**config.mk**
```make
export PLATFORM = sky130hd
export DESIGN_NAME = oramBackend
export DESIGN_NICKNAME = d
export VERILOG_FILES = /design/src/verilog/oramPkg.sv /design/src/verilog/pathReader.sv /design/src/verilog/stash.sv /design/src/verilog/pathWriter.sv /design/src/verilog/oramBackend.sv
export SDC_FILE = /design/constraint.sdc
export NUM_CORES = 2
export LEC_CHECK = 0
export BUFFER_PORTS_ARGS = -buffer_cell sky130_fd_sc_hd__buf_2
export CORE_MARGIN = 2
export CORE_UTILIZATION = 45
export CTS_BUF_LIST = sky130_fd_sc_hd__clkbuf_4
export DETAILED_ROUTE_END_ITERATION = 8
export PLACE_DENSITY_LB_ADDON = 0.25
export RECOVER_POWER = 100
export SLEW_MARGIN = 5
export SYNTH_ARGS = -nofsm -noshare
export SYNTH_HDL_FRONTEND = slang
export SYNTH_SLANG_ARGS = --single-unit
export TNS_END_PERCENT = 10
```
**constraint.sdc**
```tcl
create_clock -name Clock -period 4.55 [get_ports Clock]
set_clock_uncertainty 0.15 [all_clocks]
set_input_delay 0.455 -clock Clock [delete_from_list [all_inputs] [get_ports Clock]]
set_output_delay 0.455 -clock Clock [all_outputs]
set_load 0.02 [all_outputs]
```
**src/verilog/oramPkg.sv**
```systemverilog
// Tree geometry, field widths and DRAM slot layout shared by the backend.
// One DRAM word holds one bucket slot. Layout assumes ORAMZ * 15 <= 64.
package oramPkg;

	// Tree depth, leaves 0..2**ORAML-1
	localparam int ORAML = 3;

	typedef logic [ORAML-1:0] leafT;
	typedef logic [7:0] pAddrT;
	typedef logic [31:0] blockDataT;
	typedef logic [1:0] levelT;
	typedef logic [5:0] dramAddrT;
	typedef logic [43:0] dramWordT;

	//--------------------------------------------------------------------------
	// Slot word fields, valid bit on top
	//--------------------------------------------------------------------------
	localparam int DataLsb = 0;
	localparam int LeafLsb = DataLsb + $bits(blockDataT);
	localparam int AddrLsb = LeafLsb + $bits(leafT);
	localparam int ValidPos = AddrLsb + $bits(pAddrT);

	typedef enum logic {
		CmdRead,
		CmdWrite
	} cmdT;

	// DRAM word of a slot on a leaf's path; heap index is 2**level + (leaf >> (L - level))
	function automatic dramAddrT slotAddr(input leafT leaf, input levelT level,
			input int unsigned slot, input int unsigned z);
		int unsigned heap;
		heap = (32'd1 << level) + (32'(leaf) >> (ORAML - int'(level)));
		return dramAddrT'((heap - 1) * z + slot);
	endfunction

endpackage

```
**src/verilog/pathReader.sv**
```systemverilog
// Accepts one frontend command at a time and reads its path root first.
// DRAM returns arrive in request order; only valid slots reach the stash.
`timescale 1ns/10ps

module pathReader #(
	parameter int ORAMZ = 2
) (
	input logic Clock,
	input logic rstN,
	input oramPkg::cmdT Command,
	input oramPkg::pAddrT PAddr,
	input oramPkg::leafT CurrentLeaf,
	input oramPkg::leafT RemappedLeaf,
	input logic CommandValid,
	output logic CommandReady,
	output oramPkg::dramAddrT DRAMReadAddress,
	output logic DRAMReadValid,
	input logic DRAMReadReady,
	input oramPkg::dramWordT DRAMReadData,
	input logic DRAMReadDataValid,
	output logic insertValid,
	output oramPkg::dramWordT insertWord,
	output logic accessStart,
	output oramPkg::cmdT accCmd,
	output oramPkg::pAddrT accAddr,
	output oramPkg::leafT accLeaf,
	output oramPkg::leafT pathLeaf,
	input logic accessDone
);

	localparam int NWords = (oramPkg::ORAML + 1) * ORAMZ;
	localparam int SlotW = (ORAMZ > 1) ? $clog2(ORAMZ) : 1;
	localparam int CntW = $clog2(NWords + 1);

	typedef enum logic [1:0] {
		RdIdle,
		RdFetch,
		RdWait
	} readStateT;

	readStateT state;
	oramPkg::levelT reqLevel, nxtLevel;
	logic [SlotW-1:0] reqSlot, nxtSlot;
	logic [CntW-1:0] retCount;
	logic lastReq;

	assign CommandReady = (state == RdIdle);

	// Invalid slots are dummies and never enter the stash
	assign insertValid = (state == RdFetch) && DRAMReadDataValid &&
		DRAMReadData[oramPkg::ValidPos];
	assign insertWord = DRAMReadData;

	//--------------------------------------------------------------------------
	// Request walk, slot first then one level deeper
	//--------------------------------------------------------------------------
	always_comb begin
		nxtSlot = reqSlot + 1'b1;
		nxtLevel = reqLevel;
		if (reqSlot == SlotW'(ORAMZ - 1)) begin
			nxtSlot = '0;
			nxtLevel = reqLevel + 1'b1;
		end
	end

	assign lastReq = (reqLevel == oramPkg::levelT'(oramPkg::ORAML)) &&
		(reqSlot == SlotW'(ORAMZ - 1));

	always_ff @(posedge Clock) begin
		if (!rstN) begin
			state <= RdIdle;
			DRAMReadValid <= 1'b0;
			accessStart <= 1'b0;
			reqLevel <= '0;
			reqSlot <= '0;
			retCount <= '0;
		end else begin
			accessStart <= 1'b0;
			case (state)
				RdIdle: if (CommandValid) begin
					DRAMReadValid <= 1'b1;
					reqLevel <= '0;
					reqSlot <= '0;
					retCount <= '0;
					state <= RdFetch;
				end
				RdFetch: begin
					if (DRAMReadValid && DRAMReadReady) begin
						if (lastReq) begin
							DRAMReadValid <= 1'b0;
						end else begin
							reqLevel <= nxtLevel;
							reqSlot <= nxtSlot;
						end
					end
					if (DRAMReadDataValid) begin
						retCount <= retCount + 1'b1;
						if (retCount == CntW'(NWords - 1)) begin
							accessStart <= 1'b1;
							state <= RdWait;
						end
					end
				end
				// Stash service and eviction run here
				RdWait: if (accessDone) state <= RdIdle;
				default: state <= RdIdle;
			endcase
		end
	end

	// Command fields and the next read address
	always_ff @(posedge Clock) begin
		if (state == RdIdle && CommandValid) begin
			accCmd <= Command;
			accAddr <= PAddr;
			accLeaf <= RemappedLeaf;
			pathLeaf <= CurrentLeaf;
			DRAMReadAddress <= oramPkg::slotAddr(CurrentLeaf, '0, 0, ORAMZ);
		end else if (state == RdFetch && DRAMReadValid && DRAMReadReady && !lastReq) begin
			DRAMReadAddress <= oramPkg::slotAddr(pathLeaf, nxtLevel, 32'(nxtSlot), ORAMZ);
		end
	end

endmodule

```
**src/verilog/stash.sv**
```systemverilog
// Block store between path read and eviction. A full stash drops inserts,
// so StashCap must cover one path plus the blocks left over from earlier paths.
`timescale 1ns/10ps

module stash #(
	parameter int StashCap = 16
) (
	input logic Clock,
	input logic rstN,
	input logic insertValid,
	input oramPkg::dramWordT insertWord,
	input logic accessStart,
	input oramPkg::cmdT accCmd,
	input oramPkg::pAddrT accAddr,
	input oramPkg::leafT accLeaf,
	input oramPkg::leafT pathLeaf,
	output oramPkg::blockDataT LoadData,
	output logic LoadValid,
	input logic LoadReady,
	input oramPkg::blockDataT StoreData,
	input logic StoreValid,
	output logic StoreReady,
	output logic evictStart,
	input oramPkg::levelT evictLevel,
	input logic evictTake,
	output logic candValid,
	output oramPkg::dramWordT candWord
);

	localparam int IdxW = (StashCap > 1) ? $clog2(StashCap) : 1;

	typedef logic [IdxW-1:0] idxT;

	typedef enum logic [1:0] {
		StIdle,
		StLoad,
		StStore
	} stashStateT;

	stashStateT state;
	logic [StashCap-1:0] entryValid;
	oramPkg::pAddrT entryAddr [StashCap];
	oramPkg::leafT entryLeaf [StashCap];
	oramPkg::blockDataT entryData [StashCap];

	idxT freeIdx, hitIdx, candIdx, svcSel, svcIdx;
	logic freeFound, hitFound;
	oramPkg::levelT dropBits;

	// Leaf bits below the eviction level do not matter
	assign dropBits = oramPkg::levelT'(oramPkg::ORAML) - evictLevel;

	//--------------------------------------------------------------------------
	// Priority searches, lowest index wins
	//--------------------------------------------------------------------------
	always_comb begin
		freeFound = 1'b0;
		freeIdx = '0;
		hitFound = 1'b0;
		hitIdx = '0;
		candValid = 1'b0;
		candIdx = '0;
		for (int i = StashCap - 1; i >= 0; i--) begin
			if (!entryValid[i]) begin
				freeFound = 1'b1;
				freeIdx = idxT'(i);
			end
			if (entryValid[i] && entryAddr[i] == accAddr) begin
				hitFound = 1'b1;
				hitIdx = idxT'(i);
			end
			if (entryValid[i] && ((entryLeaf[i] ^ pathLeaf) >> dropBits) == '0) begin
				candValid = 1'b1;
				candIdx = idxT'(i);
			end
		end
	end

	// Missing block gets a fresh entry
	assign svcSel = hitFound ? hitIdx : freeIdx;

	always_comb begin
		candWord = '0;
		if (candValid) begin
			candWord[oramPkg::ValidPos] = 1'b1;
			candWord[oramPkg::AddrLsb +: $bits(oramPkg::pAddrT)] = entryAddr[candIdx];
			candWord[oramPkg::LeafLsb +: $bits(oramPkg::leafT)] = entryLeaf[candIdx];
			candWord[oramPkg::DataLsb +: $bits(oramPkg::blockDataT)] = entryData[candIdx];
		end
	end

	//--------------------------------------------------------------------------
	// Occupancy and frontend service
	//--------------------------------------------------------------------------
	always_ff @(posedge Clock) begin
		if (!rstN) begin
			state <= StIdle;
			entryValid <= '0;
			LoadValid <= 1'b0;
			StoreReady <= 1'b0;
			evictStart <= 1'b0;
		end else begin
			evictStart <= 1'b0;
			if (insertValid && freeFound) entryValid[freeIdx] <= 1'b1;
			if (evictTake) entryValid[candIdx] <= 1'b0;
			case (state)
				StIdle: if (accessStart) begin
					entryValid[svcSel] <= 1'b1;
					if (accCmd == oramPkg::CmdRead) begin
						LoadValid <= 1'b1;
						state <= StLoad;
					end else begin
						StoreReady <= 1'b1;
						state <= StStore;
					end
				end
				StLoad: if (LoadReady) begin
					LoadValid <= 1'b0;
					evictStart <= 1'b1;
					state <= StIdle;
				end
				StStore: if (StoreValid) begin
					StoreReady <= 1'b0;
					evictStart <= 1'b1;
					state <= StIdle;
				end
				default: state <= StIdle;
			endcase
		end
	end

	// Entry contents, remap happens at lookup time
	always_ff @(posedge Clock) begin
		if (insertValid && freeFound) begin
			entryAddr[freeIdx] <= insertWord[oramPkg::AddrLsb +: $bits(oramPkg::pAddrT)];
			entryLeaf[freeIdx] <= insertWord[oramPkg::LeafLsb +: $bits(oramPkg::leafT)];
			entryData[freeIdx] <= insertWord[oramPkg::DataLsb +: $bits(oramPkg::blockDataT)];
		end
		if (state == StIdle && accessStart) begin
			svcIdx <= svcSel;
			entryAddr[svcSel] <= accAddr;
			entryLeaf[svcSel] <= accLeaf;
			if (!hitFound) entryData[svcSel] <= '0;
			LoadData <= hitFound ? entryData[hitIdx] : '0;
		end
		if (state == StStore && StoreValid) entryData[svcIdx] <= StoreData;
	end

endmodule

```
**src/verilog/pathWriter.sv**
```systemverilog
// Writes the whole path back, leaf bucket first, two cycles per slot at best.
// A slot with no legal stash block is filled with an all-zero dummy word.
`timescale 1ns/10ps

module pathWriter #(
	parameter int ORAMZ = 2
) (
	input logic Clock,
	input logic rstN,
	input logic evictStart,
	input oramPkg::leafT pathLeaf,
	output oramPkg::levelT evictLevel,
	output logic evictTake,
	input logic candValid,
	input oramPkg::dramWordT candWord,
	output oramPkg::dramAddrT DRAMWriteAddress,
	output oramPkg::dramWordT DRAMWriteData,
	output logic DRAMWriteValid,
	input logic DRAMWriteReady,
	output logic accessDone
);

	localparam int SlotW = (ORAMZ > 1) ? $clog2(ORAMZ) : 1;

	typedef enum logic [1:0] {
		WrIdle,
		WrLoad,
		WrSend
	} writeStateT;

	writeStateT state;
	oramPkg::levelT level;
	logic [SlotW-1:0] slot;
	logic lastSlot;

	assign evictLevel = level;

	// Candidate is removed in the cycle it is captured
	assign evictTake = (state == WrLoad) && candValid;

	assign lastSlot = (level == '0) && (slot == SlotW'(ORAMZ - 1));

	//--------------------------------------------------------------------------
	// Eviction walk
	//--------------------------------------------------------------------------
	always_ff @(posedge Clock) begin
		if (!rstN) begin
			state <= WrIdle;
			level <= '0;
			slot <= '0;
			DRAMWriteValid <= 1'b0;
			accessDone <= 1'b0;
		end else begin
			accessDone <= 1'b0;
			case (state)
				WrIdle: if (evictStart) begin
					level <= oramPkg::levelT'(oramPkg::ORAML);
					slot <= '0;
					state <= WrLoad;
				end
				WrLoad: begin
					DRAMWriteValid <= 1'b1;
					state <= WrSend;
				end
				WrSend: if (DRAMWriteReady) begin
					DRAMWriteValid <= 1'b0;
					if (lastSlot) begin
						accessDone <= 1'b1;
						state <= WrIdle;
					end else begin
						state <= WrLoad;
						if (slot == SlotW'(ORAMZ - 1)) begin
							slot <= '0;
							level <= level - 1'b1;
						end else begin
							slot <= slot + 1'b1;
						end
					end
				end
				default: state <= WrIdle;
			endcase
		end
	end

	// Write payload, held until the transfer
	always_ff @(posedge Clock) begin
		if (state == WrLoad) begin
			DRAMWriteAddress <= oramPkg::slotAddr(pathLeaf, level, 32'(slot), ORAMZ);
			DRAMWriteData <= candValid ? candWord : '0;
		end
	end

endmodule

```
**src/verilog/oramBackend.sv**
```systemverilog
// Path ORAM backend without encryption or integrity checks.
// The frontend keeps the position map and issues one access at a time.
`timescale 1ns/10ps

module oramBackend #(
	parameter int ORAMZ = 2,
	parameter int StashCap = 16
) (
	input logic Clock,
	input logic rstN,

	// Frontend
	input oramPkg::cmdT Command,
	input oramPkg::pAddrT PAddr,
	input oramPkg::leafT CurrentLeaf,
	input oramPkg::leafT RemappedLeaf,
	input logic CommandValid,
	output logic CommandReady,
	output oramPkg::blockDataT LoadData,
	output logic LoadValid,
	input logic LoadReady,
	input oramPkg::blockDataT StoreData,
	input logic StoreValid,
	output logic StoreReady,

	// DRAM
	output oramPkg::dramAddrT DRAMReadAddress,
	output logic DRAMReadValid,
	input logic DRAMReadReady,
	input oramPkg::dramWordT DRAMReadData,
	input logic DRAMReadDataValid,
	output oramPkg::dramAddrT DRAMWriteAddress,
	output oramPkg::dramWordT DRAMWriteData,
	output logic DRAMWriteValid,
	input logic DRAMWriteReady
);

	logic insertValid, accessStart, evictStart, evictTake, candValid, accessDone;
	oramPkg::dramWordT insertWord, candWord;
	oramPkg::cmdT accCmd;
	oramPkg::pAddrT accAddr;
	oramPkg::leafT accLeaf, pathLeaf;
	oramPkg::levelT evictLevel;

	//--------------------------------------------------------------------------
	// Read path, stash, write path
	//--------------------------------------------------------------------------
	pathReader #(.ORAMZ(ORAMZ)) reader0 (.*);

	stash #(.StashCap(StashCap)) stash0 (.*);

	pathWriter #(.ORAMZ(ORAMZ)) writer0 (.*);

endmodule

```
== Word-level counts from Yosys, hierarchy flattened ==
Memory sizes are Yosys's and may differ from the RTL's. A register that Yosys moved wholly into a read port is not among the register bits.
Index checks and enable logic that the tools add are counted.
Widths: inputs -> output; s select.
Word-level totals
  logic and storage cells: 395
  memories: 3
  register bits: 114
  RAM bits: 688
  input port bits: 99
Cells by class
  $lt $le $gt $ge: 6
  bitwise logic cells: 20
  $add $sub $neg: 14
  multiplexer cells: 178
  equality and inequality tests: 40
  shifts and indexed selects: 20
  reduce and logical (&&, ||, !) cells: 89
Memories
  stash0.entryData: words 16, bits a word 32, rd ports 2, clocked after Yosys merged registers in 1, wr ports 2, line stash.sv:44  | oramPkg::blockDataT entryData [StashCap];
  stash0.entryAddr: words 16, bits a word 8, rd ports 17, clocked after Yosys merged registers in 0, wr ports 2, line stash.sv:42  | oramPkg::pAddrT entryAddr [StashCap];
  stash0.entryLeaf: words 16, bits a word 3, rd ports 17, clocked after Yosys merged registers in 0, wr ports 2, line stash.sv:43  | oramPkg::leafT entryLeaf [StashCap];
Operators with widths (count)
  $mux 4: 52
  $eq 8x8->1: 16
  $mux 16: 6
  $mux 1: 84
  $shr 3x32->5: 2
  $logic_and 1x1->1: 48
  $logic_not 3->1: 16
  $shr 3x2->3: 16
  $xor 3x3->3: 16
  $mux 44: 1
  $mux 2: 18
  $mux 32: 1
  $or 16x16->16: 2
  $reduce_or 32->1: 1
  $ne 2x2->1 const B: 13
  $reduce_and 4->1: 6
  $pmux 2 s3: 3
  $and 16x16->16: 1
  $not 16->16: 1
  $lt 4x5->1 const B: 3
  $pmux 1 s2: 7
  $add 6x1->6: 2
  $demux 1 s4: 3
  $ge 4x1->1 const B: 3
  21 further kinds: 46

== Logic depth before layout (Yosys ltp) ==
An unclocked memory read counts as a cell.
  depth in word-level cells: 32
  depth in mapped cells: 16
  depth with buffers taken out: 13

== Hierarchy ==
Synthesis repeated with hierarchy kept, for this count alone.
Second synthesis, totals
  cells, all modules: 4217
  area total of the unflattened synthesis: 47773.3 um^2
By module, submodules not included
  stash: seq. area each 22161.3 um^2, cells an instance 3899, times used 1, area each 43757.0 um^2
  pathWriter: seq. area each 1611.5 um^2, cells an instance 159, times used 1, area each 2311.0 um^2
  pathReader: seq. area each 790.8 um^2, cells an instance 159, times used 1, area each 1705.4 um^2

== Worst setup path before layout ==
No wires, ideal clock.
  path type: register -> register
  from: register stash0.state[0]
  to: memory stash0.entryData[0][0] (netlist bit), enable pin
  library setup time: 0.466 ns
  arrival time: 4.002 ns
  path slack: -0.068 ns
  data required time: 3.934 ns
  cell stages (with the launch flop): 10
  buffers on the path: 2
  clock period less this slack: 4.618 ns
  path through: dfxtp_1 > inv_1 > ha_1 > and2_1 > clkbuf_1 > a41oi_1 > nor2_1 > o21ai_1 > clkbuf_1 > o21ai_0
RTL lines
  start: declaration: line stash.sv:40  | stashStateT state;
  start signal: assignment: line stash.sv:97  | state <= StIdle;
  start signal: assignment: line stash.sv:111  | state <= StLoad;
  start signal: assignment: line stash.sv:114  | state <= StStore;
  end: declaration: line stash.sv:44

==> flow_metrics.py <==
metrics = {
    "finish": {
        "nets": 4786,
        "finalCoreUtilization_pct": 53.2,
        "fin_cells": 6237,
        "final_cell_mix": "788 x edfxtp_1, 683 x nand2_1, 328 x clkbuf_4",
        "fin_area_um2": 55800,
        "layout_commonest_cell": "edfxtp_1",
        "multi_input_area_um2": 21200,
        "regArea_um2": 24500,
        "drive_above_1_share_pct": 22.0,
        "fill_cells": 9193,
        "areaGrowthSynthToFinish_pct": 17.7,
    },
    "floorplanning": {
        "die_height_um": 329,
        "die_w_um": 329,
        "num_rows": 119,
        "die-area_um2": 108000,
        "ios": 192,
        "start_util_pct": 45.2,
        "core_um2": 105000,
    },
    "yosys": {
        "ys_seq_area_share_pct": 51.8,
        "synth-compound-area-share_pct": 17.4,
        "synthArstFlopShare_pct": 0,
        "synthSimpleGateAreaFrac_pct": 12.1,
        "synth_area_per_cell_um2": 11.0,
        "synth.mux.area_fraction_pct": 10.4,
        "netlist_area_um2": 47400,
        "yosys.area_share.adder_pct": 0.454,
        "synth_xor_area_share_pct": 3.38,
        "netlist_instances": 4310,
        "ys.flop_type": "edfxtp_1",
        "synth_top_family_by_area": "compound AO/OA/AOI/OAI gates",
        "yosys_warnings": 0,
        "synth_edf_count": 788,
        "ys_ff_latch": 832,
        "synthDistinctLibCells": 76,
    },
    "cts": {
        "htree_levels": 4,
        "path_clk_slew_ns": 0.06,
        "cts_sinks": 832,
        "numCtsBuffers": 226,
        "clockBufferDepth": 3,
        "clkLatencyLatePin_ns": 1.23,
        "cts_tree": "built",
        "root_buffer": "clkbuf_4",
    },
    "setup_path": {
        "crit_family": "simple AND/OR/NAND/NOR gates",
        "start_kind": "flop",
        "cp.arrival_ns": 5.20,
        "cp_data_required_time_ns": 5.27,
        "path_depth": 14,
        "crit_type": "flop to flop",
        "worstSetupEndpointType": "flop",
        "r2r_cells": 14,
        "max_stage_delay_ns": 0.67,
        "crit_top_cell": "buf_4",
        "cp_slowest_cell": "nor4_1",
        "path_max_fanout": 20,
        "worstPathCellList": "buf_4 > xnor2_1 > nand3_1 > nor4_2 > a21oi_1 > nor4_1 > o2111ai_2 > nand2_4 > buf_4 > nor3_1 > buf_4 > nand2_1 > buf_4 > mux2_2",
        "path_buf_inv": 4,
    },
    "timing": {
        "hold_viol_final": 0,
        "rsz0062_at_grt": "yes",
        "setup_viol": 0,
        "fin_hold_ws_ns": 0.0979,
        "final.setup.worst_slack_ns": 0.0668,
        "tightest_slew_ns": 2.85,
        "fin_setup_tns_ns": 0,
        "fmaxAchievable_mhz": 223,
        "maxSlewHeadroom_pct": -90.2,
        "finalMaxSlewViolations": 82,
        "post-route-period-util_pct": 98.5,
        "finalCriticalPeriod_ns": 4.48,
    },
    "run": {
        "drv_cap": 3,
    },
    "route": {
        "wl_met1_um": 71000,
        "drt-initial-drc-count": 7467,
        "wl_um": 196000,
        "final_antenna_net_count": 0,
        "top_layer": "met5",
        "drc": 0,
        "vias_per_cell": 6.84,
        "wl_met3_um": 29100,
        "vias": 42700,
        "firstDrtPassIters": 7,
        "wl_per_cell_um": 31.4,
        "routed-wl-met2_um": 83800,
    },
    "place": {
        "portBuffers": 189,
        "dp_cells": 5695,
        "dp_hpwl_um": 117000,
        "place_congestion": 0.963,
        "placed_cell_area_um2": 51500,
        "pre_cts_slack_ns": 0.128,
    },
    "grt": {
        "grt_pass1_wl_um": 276000,
        "grt_start_max_net_pins": 72,
        "grt_pass1_vias": 40500,
        "antenna_found_initial": 8,
        "grt_usage_pct": 35.2,
        "grt_overflow": 0,
    },
    "power": {
        "p_per_area_nw_per_um2": 291,
        "switching_share_pct": 24.2,
        "ir_worst_vdd_mv": 0.215,
        "pwr-share-comb_pct": 5.6,
        "power_mw": 16.3,
        "clockPowerShare_pct": 42.6,
        "power_switching_mw": 3.94,
        "power_frac_seq_pct": 51.8,
        "leakage_nw": 18.5,
        "internal-power_mw": 12.3,
    },
    "run_status": {
        "status": "finished with violations",
        "violations": "max-capacitance violations, max-slew violations",
    },
    "worst_hold_path": {
        "min_path_type": "input pin to flop",
        "hold_depth": 5,
    },
}
## per-layer routing
metal / global-route usage (%) / vias up
li1: - / 17600
met1: 46.5 / 20500
met2: 51.8 / 3776
met3: 10.5 / 787
met4: 19.3 / 6
met5: 0 / -
## synth_stat cells (all sizes together) (11+ instances only)
cell type    n  area share [%]
clkbuf     262             2.1
nor2       148             1.2
a21boi      25            0.40
a31oi       38            0.50
a32o       257             5.4
xor2        63             1.2
o21ai       84            0.95
and2        12            0.16
o22ai      132             1.7
nand3       95             1.0
dfxtp       44             1.9
ha          14            0.37
o2bb2ai    263             4.9
xnor2      120             2.2
o32ai       12            0.22
a211oi      46            0.78
mux2       179             4.3
nand4      182             2.4
nor2b       14            0.18
inv         32            0.25
edfxtp     788              50
mux2i      289             6.1
o211ai      14            0.23
nand2      712             5.6
buf        204             2.2
nor3        49            0.52
nor4        29            0.49
nand2b      11            0.15
a21oi       82            0.90
o221ai      35            0.65
## cells by family (layout without fill, tap and decap cells)
kind of cell | Yosys count | after routing
simple gates | 1280 | 1281
other cells | 1 | 8
mux | 468 | 468
buf+inv | 499 | 1027
flops | 832 | 832
xor+xnor | 183 | 183
compound gates | 1031 | 1031
fa+ha+maj | 16 | 16
## registers in the layout, indices dropped and copies added, names as in the netlist, 2 cells and up
| signal | count |
|---|---|
| stash0.entryLeaf | 48 |
| stash0.LoadData | 32 |
| reader0.pathLeaf | 3 |
| writer0.state | 2 |
| reader0.reqLevel | 2 |
| stash0.entryValid | 16 |
| writer0.DRAMWriteAddress | 5 |
| stash0.svcIdx | 4 |
| reader0.DRAMReadAddress | 5 |
| reader0.retCount | 4 |
| writer0.DRAMWriteData | 44 |
| stash0.state | 2 |
| writer0.evictLevel | 2 |
| reader0.state | 2 |
| stash0.entryAddr | 128 |
| reader0.accLeaf | 3 |
| reader0.accAddr | 8 |
| stash0.entryData | 512 |
## power groups by stage
stage	Combinational (mW)	Clock (mW)	Sequential (mW)
after floorplan	0.557	0	8.57
after global routing	0.973	7.37	8.41
after global placement	0.776	0	8.58
final	0.912	6.93	8.41
after CTS	0.882	7.00	8.42
after detailed placement	0.791	0	8.58
## worst register-to-register path: stages (launching register included)
cell and delay (ns):
edfxtp_1 0.57, buf_4 0.26, xnor2_1 0.16, nand3_1 0.11, nor4_2 0.37, a21oi_1 0.11, nor4_1 0.67, o2111ai_2 0.31
nand2_4 0.13, buf_4 0.33, nor3_1 0.12, buf_4 0.17, nand2_1 0.07, buf_4 0.27, mux2_2 0.38
## what timing repair did
action / 4_1_cts / 5_1_grt
hold buffers: 122 / 0
endpoints found under the hold margin: 798 / 0
resized for setup: 0 / 5
endpoints found under the setup margin: 0 / 431
buffers inserted: 0 / 16
## area by class of cell
cell class / count / share of cell area [%]
Sequential cell: 832 / 44.0
Multi-Input combinational cell: 2981 / 38.0
Timing Repair Buffer: 597 / 9.47
Clock buffer: 328 / 4.41
Tap cell: 1391 / 3.12
Clock inverter: 69 / 0.783
Inverter: 33 / 0.222
Antenna cell: 6 / 0.0269
## path summary, 6_finish.rpt
| kind | start | endpoint | slack (ns) |
|---|---|---|---|
| setup / recovery | reader0.accAddr[6] | stash0.entryAddr[12][1] | 0.07 |
| hold / removal | DRAMWriteReady | writer0.state[1] | 0.1 |
| setup reg to reg | reader0.accAddr[6] | stash0.entryAddr[12][1] | 0.07 |
| hold reg to reg | reader0.DRAMReadAddress[0] | reader0.DRAMReadAddress[0] | 0.33 |
Note: power is estimated with default switching activity, not from simulation.
